File: config.mk
export PLATFORM = sky130hd
export DESIGN_NAME = router_switch
export DESIGN_NICKNAME = d
export VERILOG_FILES = /design/src/router_pkg.sv /design/src/router_switch.sv /design/src/rr_order_register.sv /design/src/rr_port_arbiter.sv /design/src/rr_priority_select.sv /design/src/switch_crossbar.sv
export SDC_FILE = /design/constraint.sdc
export NUM_CORES = 1
export LEC_CHECK = 0
export BUFFER_PORTS_ARGS = -buffer_cell sky130_fd_sc_hd__buf_2
export CELL_PAD_IN_SITES_DETAIL_PLACEMENT = 1
export CELL_PAD_IN_SITES_GLOBAL_PLACEMENT = 1
export CORE_ASPECT_RATIO = 1.4
export CORE_MARGIN = 3
export CORE_UTILIZATION = 41
export DETAILED_ROUTE_END_ITERATION = 10
export PLACE_DENSITY_LB_ADDON = 0.1
export SLEW_MARGIN = 15
export SYNTH_ARGS = -nofsm -noshare
export SYNTH_HDL_FRONTEND = slang
export SYNTH_SLANG_ARGS = --single-unit
File: constraint.sdc
create_clock -name clk -period 6.2 [get_ports clk]
set_clock_uncertainty 0.05 [all_clocks]
set_input_delay 0.31 -clock clk [delete_from_list [all_inputs] [get_ports clk]]
set_output_delay 0.31 -clock clk [all_outputs]
set_load 0.03 [all_outputs]
File: src/router_pkg.sv
`default_nettype none

package router_pkg;

  // number of router ports, one per mesh direction plus the local core
  localparam int NUM_PORTS = 5;

  // next-hop address width, wide enough for every port index
  localparam int ADDR_W = 3;

  // port index, also used as the next-hop address encoding
  // address values 5 to 7 name no port and are never routed
  typedef enum logic [ADDR_W-1:0] {
    PORT_NORTH = 3'd0,
    PORT_SOUTH = 3'd1,
    PORT_WEST  = 3'd2,
    PORT_EAST  = 3'd3,
    PORT_LOCAL = 3'd4
  } port_e;

  // one bit per port, indexed by port_e
  // carries requests, grants, priority, valid and ready bits
  typedef logic [NUM_PORTS-1:0] port_mask_t;

endpackage

`default_nettype wire

File: src/router_switch.sv
`timescale 1ns/1ns
`default_nettype none

module router_switch #(
  parameter int FLIT_W = 16
) (
  input  logic                                                   clk,
  input  logic                                                   reset_i,
  input  router_pkg::port_mask_t                                 in_valid_i,
  input  logic [router_pkg::NUM_PORTS-1:0][router_pkg::ADDR_W-1:0] in_dest_i,
  input  logic [router_pkg::NUM_PORTS-1:0][FLIT_W-1:0]            in_data_i,
  output router_pkg::port_mask_t                                 in_ready_o,
  output router_pkg::port_mask_t                                 out_valid_o,
  output logic [router_pkg::NUM_PORTS-1:0][FLIT_W-1:0]            out_data_o
);

  import router_pkg::*;

  // one grant vector per output port
  port_mask_t grant_n;
  port_mask_t grant_s;
  port_mask_t grant_w;
  port_mask_t grant_e;
  port_mask_t grant_l;

  rr_port_arbiter #(
    .OUT_PORT (PORT_NORTH)
  ) arb_n (
    .clk        (clk),
    .reset_i    (reset_i),
    .in_valid_i (in_valid_i),
    .in_dest_i  (in_dest_i),
    .grant_o    (grant_n)
  );

  rr_port_arbiter #(
    .OUT_PORT (PORT_SOUTH)
  ) arb_s (
    .clk        (clk),
    .reset_i    (reset_i),
    .in_valid_i (in_valid_i),
    .in_dest_i  (in_dest_i),
    .grant_o    (grant_s)
  );

  rr_port_arbiter #(
    .OUT_PORT (PORT_WEST)
  ) arb_w (
    .clk        (clk),
    .reset_i    (reset_i),
    .in_valid_i (in_valid_i),
    .in_dest_i  (in_dest_i),
    .grant_o    (grant_w)
  );

  rr_port_arbiter #(
    .OUT_PORT (PORT_EAST)
  ) arb_e (
    .clk        (clk),
    .reset_i    (reset_i),
    .in_valid_i (in_valid_i),
    .in_dest_i  (in_dest_i),
    .grant_o    (grant_e)
  );

  rr_port_arbiter #(
    .OUT_PORT (PORT_LOCAL)
  ) arb_l (
    .clk        (clk),
    .reset_i    (reset_i),
    .in_valid_i (in_valid_i),
    .in_dest_i  (in_dest_i),
    .grant_o    (grant_l)
  );

  // data path and input ready
  switch_crossbar #(
    .FLIT_W (FLIT_W)
  ) i_switch_crossbar (
    .clk         (clk),
    .reset_i     (reset_i),
    .grant_n_i   (grant_n),
    .grant_s_i   (grant_s),
    .grant_w_i   (grant_w),
    .grant_e_i   (grant_e),
    .grant_l_i   (grant_l),
    .in_data_i   (in_data_i),
    .in_ready_o  (in_ready_o),
    .out_valid_o (out_valid_o),
    .out_data_o  (out_data_o)
  );

endmodule

`default_nettype wire

File: src/rr_order_register.sv
`timescale 1ns/1ns
`default_nettype none

module rr_order_register (
  input  logic                   clk,
  input  logic                   reset_i,
  input  logic                   advance_i,
  input  router_pkg::port_e      winner_i,
  output router_pkg::port_mask_t priority_o
);

  import router_pkg::*;

  port_mask_t order_q;
  port_mask_t order_next;
  port_mask_t winner_oh;

  // next pointer is the port after the winner
  always_comb begin
    winner_oh  = port_mask_t'(1) << winner_i;
    order_next = order_q;
    if (advance_i) begin
      // rotate left by one, local wraps back to north
      order_next = {winner_oh[NUM_PORTS-2:0], winner_oh[NUM_PORTS-1]};
    end
  end

  // north holds top priority out of reset
  always_ff @(posedge clk) begin
    if (reset_i) begin
      order_q <= port_mask_t'(1);
    end else begin
      order_q <= order_next;
    end
  end

  assign priority_o = order_q;

  // pointer stays one-hot across every update
  a_priority_onehot: assert property (
    @(posedge clk) disable iff (reset_i)
    $onehot(order_q)
  );

  // the select logic only reports real ports
  a_winner_in_range: assert property (
    @(posedge clk) disable iff (reset_i)
    advance_i |-> (winner_i < NUM_PORTS)
  );

endmodule

`default_nettype wire

File: src/rr_port_arbiter.sv
`timescale 1ns/1ns
`default_nettype none

module rr_port_arbiter #(
  parameter router_pkg::port_e OUT_PORT = router_pkg::PORT_NORTH
) (
  input  logic                                                   clk,
  input  logic                                                   reset_i,
  input  router_pkg::port_mask_t                                 in_valid_i,
  input  logic [router_pkg::NUM_PORTS-1:0][router_pkg::ADDR_W-1:0] in_dest_i,
  output router_pkg::port_mask_t                                 grant_o
);

  import router_pkg::*;

  port_mask_t request;
  port_mask_t priority_vec;
  port_mask_t grant;
  port_e      winner;
  logic       grant_valid;

  // input p wants this output when its next hop names it
  always_comb begin
    request = '0;
    for (int p = 0; p < NUM_PORTS; p++) begin
      // no u-turns, an input never routes back out of its own port
      request[p] = in_valid_i[p]
                 && (in_dest_i[p] == OUT_PORT)
                 && (p != int'(OUT_PORT));
    end
  end

  // rotating priority pointer
  rr_order_register i_order_register (
    .clk        (clk),
    .reset_i    (reset_i),
    .advance_i  (grant_valid),
    .winner_i   (winner),
    .priority_o (priority_vec)
  );

  // pick one requester starting at the pointer
  rr_priority_select i_priority_select (
    .request_i     (request),
    .priority_i    (priority_vec),
    .grant_o       (grant),
    .winner_o      (winner),
    .grant_valid_o (grant_valid)
  );

  assign grant_o = grant;

  // grants only go to inputs that asked for this port
  a_grant_requested: assert property (
    @(posedge clk) disable iff (reset_i)
    (grant & ~request) == '0
  );

  // at most one winner per output
  a_grant_onehot0: assert property (
    @(posedge clk) disable iff (reset_i)
    $onehot0(grant)
  );

  // a request always produces a grant
  a_request_served: assert property (
    @(posedge clk) disable iff (reset_i)
    (request != '0) |-> $onehot(grant)
  );

endmodule

`default_nettype wire

File: src/rr_priority_select.sv
`timescale 1ns/1ns
`default_nettype none

module rr_priority_select (
  input  router_pkg::port_mask_t request_i,
  input  router_pkg::port_mask_t priority_i,
  output router_pkg::port_mask_t grant_o,
  output router_pkg::port_e      winner_o,
  output logic                   grant_valid_o
);

  import router_pkg::*;

  port_mask_t upper_mask;
  port_mask_t req_upper;
  port_mask_t req_pick;
  port_mask_t grant_oh;

  always_comb begin
    // ports at or above the pointer bit
    upper_mask = ~(priority_i - port_mask_t'(1));
    req_upper  = request_i & upper_mask;

    // nothing at or above the pointer, so wrap to the low ports
    if (req_upper != '0) begin
      req_pick = req_upper;
    end else begin
      req_pick = request_i;
    end

    // lowest remaining request wins
    grant_oh = req_pick & (~req_pick + port_mask_t'(1));
  end

  // index of the winner, for the pointer update
  always_comb begin
    winner_o = PORT_NORTH;
    for (int i = 0; i < NUM_PORTS; i++) begin
      if (grant_oh[i]) begin
        winner_o = port_e'(i);
      end
    end
  end

  assign grant_o       = grant_oh;
  assign grant_valid_o = |request_i;

endmodule

`default_nettype wire

File: src/switch_crossbar.sv
`timescale 1ns/1ns
`default_nettype none

module switch_crossbar #(
  parameter int FLIT_W = 16
) (
  input  logic                                        clk,
  input  logic                                        reset_i,
  input  router_pkg::port_mask_t                      grant_n_i,
  input  router_pkg::port_mask_t                      grant_s_i,
  input  router_pkg::port_mask_t                      grant_w_i,
  input  router_pkg::port_mask_t                      grant_e_i,
  input  router_pkg::port_mask_t                      grant_l_i,
  input  logic [router_pkg::NUM_PORTS-1:0][FLIT_W-1:0] in_data_i,
  output router_pkg::port_mask_t                      in_ready_o,
  output router_pkg::port_mask_t                      out_valid_o,
  output logic [router_pkg::NUM_PORTS-1:0][FLIT_W-1:0] out_data_o
);

  import router_pkg::*;

  // grant vector of each output, indexed by output port
  port_mask_t grant [NUM_PORTS];

  port_mask_t                       ready;
  port_mask_t                       overlap;
  port_mask_t                       out_grant;
  logic [NUM_PORTS-1:0][FLIT_W-1:0] sel_data;
  port_mask_t                       out_valid_q;
  logic [NUM_PORTS-1:0][FLIT_W-1:0] out_data_q;

  assign grant[PORT_NORTH] = grant_n_i;
  assign grant[PORT_SOUTH] = grant_s_i;
  assign grant[PORT_WEST]  = grant_w_i;
  assign grant[PORT_EAST]  = grant_e_i;
  assign grant[PORT_LOCAL] = grant_l_i;

  always_comb begin
    sel_data  = '0;
    ready     = '0;
    overlap   = '0;
    out_grant = '0;
    for (int k = 0; k < NUM_PORTS; k++) begin
      // and-or mux, grant is one-hot or zero
      for (int p = 0; p < NUM_PORTS; p++) begin
        sel_data[k] = sel_data[k] | (in_data_i[p] & {FLIT_W{grant[k][p]}});
      end
      out_grant[k] = |grant[k];
      // an input already granted elsewhere shows up here
      overlap = overlap | (ready & grant[k]);
      ready   = ready | grant[k];
    end
  end

  // flits leave one cycle after the transfer
  always_ff @(posedge clk) begin
    if (reset_i) begin
      out_valid_q <= '0;
      out_data_q  <= '0;
    end else begin
      out_valid_q <= out_grant;
      for (int k = 0; k < NUM_PORTS; k++) begin
        if (out_grant[k]) begin
          out_data_q[k] <= sel_data[k];
        end
      end
    end
  end

  assign in_ready_o  = ready;
  assign out_valid_o = out_valid_q;
  assign out_data_o  = out_data_q;

  // each input has one destination, so two arbiters never pick it together
  a_single_output: assert property (
    @(posedge clk) disable iff (reset_i)
    overlap == '0
  );

endmodule

`default_nettype wire

==> results.json <==
{
  "hp-class": "in -> reg",
  "hold_buffers": 0,
  "cp-end-kind": "output pin",
  "nets": 1065,
  "synthesis.nets": 918,
  "io_pins": 192,
  "crit_path_start_kind": "input port",
  "drt_iter0_drc": 685,
  "core_region_area_um2": 15700,
  "die_area_um2": 17800,
  "worstSetupStartpoint": "in_dest_i[2]",
  "drc_errors": 0,
  "cpMostUsedCell": "buf_2",
  "ys_types": 77,
  "reg2reg_from": "arb_s.i_order_register.priority_o[0]$_SDFFE_PP1P_",
  "hold-worst-slack_ns": 0.183,
  "switching_share_pct": 34.5,
  "wl_per_cell_um": 26.5,
  "p_int_mw": 1.33,
  "power.density_nw_per_um2": 250,
  "timing.fmax_mhz": 246,
  "grt_usage_pct": 33.4,
  "hold_viol": 0,
  "cts_setup_buffers": 0,
  "finalSetupViolCount": 0,
  "num_rows": 54,
  "cts_resized": 0,
  "power_frac_seq_pct": 39.4,
  "power_mw": 2.02,
  "synthArstFlopShare_pct": 0,
  "tightest_slew_ns": 1.27,
  "antenna_found_initial": 0,
  "drv_slew": 0,
  "clkTransAtPathRegs_ns": 0.08,
  "cts_tree": "yes",
  "synth_warnings": 0,
  "max-vdd-ir-drop_mv": 0.147,
  "ys_seq_area_share_pct": 32.8,
  "layout_commonest_cell": "buf_2",
  "vias_per_cell": 6.85,
  "power.share.clock_pct": 34.2,
  "first_pass_iters": 5,
  "start_util_pct": 42.3,
  "grt_max_degree": 84,
  "dieHeight_um": 157,
  "cp_max_fo": 19,
  "p_switching_mw": 0.697,
  "place_inst": 1144,
  "status": "finished, final reports clean",
  "layout_common_cells": "buf_2, dfxtp_1, nor2_1, nand2_1, a221oi_1",
  "hpwl_um": 21000,
  "critPathBufInv": 2,
  "required_ns": 5.84,
  "cts_made_buffers": 9,
  "crit_type": "in -> out",
  "synth_area_um2": 6660,
  "htree_levels": 3,
  "holdCritStartpoint": "in_data_i[46]",
  "arrival_ns": 3.70,
  "antenna_cells": 0,
  "synth_seq_cells": 109,
  "leakagePower_nw": 3.37,
  "ys.flop_type": "dfxtp_1",
  "period_share_pct": 65.5,
  "clock_sinks": 109,
  "fin_setup_tns_ns": 0,
  "synth_area_per_cell_um2": 8.20,
  "drt.antenna.violating_nets": 0,
  "min_period_ns": 4.06,
  "numPortBuffers": 191,
  "gr-total-overflow": 0,
  "critPathTopFamily": "compound AO/OA/AOI/OAI gates",
  "vias": 7945,
  "p_comb_share_pct": 26.4,
  "max_slew_margin_pct": 15.5,
  "syn_inst": 812,
  "critical_path.cell_chain": "buf_2, nor4bb_1, a22oi_1, a21oi_2, nor2_2, o311ai_0, buf_2",
  "grt_pass1_wl_um": 46100,
  "first_global_vias": 8146,
  "root_buffer": "clkbuf_16",
  "grt_setup_unrepaired": "false",
  "nFillCells": 1951,
  "die_w_um": 114,
  "clock_path_buffers": 2,
  "place_congestion": 0.888,
  "cap_violations": 0,
  "drt-total-wl_um": 30700,
  "drive_gt1_share_pct": 26.0,
  "area_delta_synth_final_pct": 21.4,
  "synth-edff-count": 0,
  "insertion_delay_ns": 0.37,
  "slowest_stage": "a21oi_2",
  "final_cells": 1160,
  "cpPeakStageDelay_ns": 0.90
}
## cells by family after synthesis
| family | count (synthesis) | synth area share (%) |
|---|---|---|
| compound gates | 337 | 39.6 |
| simple gates | 235 | 18.3 |
| buf+inv | 115 | 6.99 |
| flops | 109 | 32.8 |
| xor+xnor | 9 | 1.18 |
| fa+ha+maj | 5 | 0.902 |
| mux | 2 | 0.319 |
## area by class of cell
class | count | area (um^2) | area share, %
multi-input combinational | 588 | 4070 | 50.4
sequential | 109 | 2180 | 27.0
timing repair buffer | 207 | 1080 | 13.3
tap | 196 | 245 | 3.03
clock buffer | 9 | 225 | 2.78
inverter | 44 | 165 | 2.04
clock inverter | 7 | 120 | 1.49
## registers in the layout, indices dropped and copies added, names as in the netlist
| signal | flops |
|---|---|
| i_switch_crossbar.out_data_o | 80 |
| arb_n.i_order_register.priority_o | 5 |
| arb_s.i_order_register.priority_o | 5 |
| i_switch_crossbar.out_valid_o | 5 |
| arb_e.i_order_register.priority_o | 5 |
| arb_w.i_order_register.priority_o | 5 |
| arb_l.i_order_register.priority_o | 4 |
## worst register-to-register path, delay by kind of cell, from the launching register on
kind	cells	cell delay, ns
AND/OR/NAND/NOR	4	2.16
buffers and inverters	1	0.42
AO/OA/AOI/OAI	3	0.65
flip-flops	1	0.44
## path summary, 6_finish.rpt
check	cells after the start	slack, ns	to
hold / removal	3	0.18	i_switch_crossbar.out_data_o[62]$_SDFFE_PP0P_
hold reg to reg	2	0.42	i_switch_crossbar.out_data_o[70]$_SDFFE_PP0P_
setup reg to reg	8	2.42	i_switch_crossbar.out_data_o[24]$_SDFFE_PP0P_
setup / recovery	7	2.14	in_ready_o[3]
## power by group through the flow
stage               clock, mW  combinational [mW]  sequential [mW]
finish                  0.693               0.533            0.797
global route            0.726               0.566            0.802
CTS                     0.690               0.526            0.796
detailed placement          0               0.524            0.811
global placement            0               0.508            0.810
floorplan                   0               0.231            0.890
## layer usage
| metal | up-vias | wire [um] | part of all wire (%) | global-route usage [%] |
|---|---|---|---|---|
| met4 | 0 | 1650 | 5.4 | 18.0 |
| li1 | 3462 | - | - | - |
| met1 | 3872 | 11800 | 38 | 39.3 |
| met3 | 129 | 2500 | 8.1 | 6.11 |
| met5 | - | 0 | 0 | 0 |
| met2 | 482 | 14800 | 48 | 57.1 |
## cells in the mapped netlist, types with 3 or more instances
library cell,n,share of area [%]
o21ai_0,22,1.7
inv_1,44,2.5
o22a_1,17,2.2
nand3_1,23,1.7
a211oi_1,33,3.7
a221oi_1,49,6.4
o211a_1,18,2.7
a2111oi_0,15,2.0
xor2_1,4,0.53
dfxtp_1,109,33
nor3b_1,9,1.0
nor2b_1,4,0.38
xnor2_1,5,0.66
nor2_1,89,5.0
o21a_1,8,0.90
ha_1,4,0.75
a31oi_1,17,1.6
o31ai_1,4,0.45
a2bb2oi_1,16,2.1
nor4_1,4,0.38
nor4bb_1,8,1.2
and4b_1,3,0.45
clkbuf_1,54,3.0
nor4b_1,3,0.39
or4_1,3,0.34
o221ai_1,16,2.1
a221o_1,18,2.7
o211ai_1,4,0.45
nand2b_1,4,0.38
a22oi_1,37,4.2
a21oi_1,39,2.9
nand2_1,55,3.1
buf_2,12,0.90
and2_1,3,0.28
nor3_1,6,0.45
## metrics by stage
stage / setup WS [ns] / area [um^2] / utilization (%)
after floorplan: 2.59 / 6660 / -
after global placement: 2.02 / 7740 / 49.1
after detailed placement: 2.16 / 7740 / 49.2
after CTS: 2.21 / 8090 / 51.4
after global routing: 1.99 / 8090 / 51.4
final: 2.14 / 8090 / 51.4
Power figures use the tool's default switching activity.
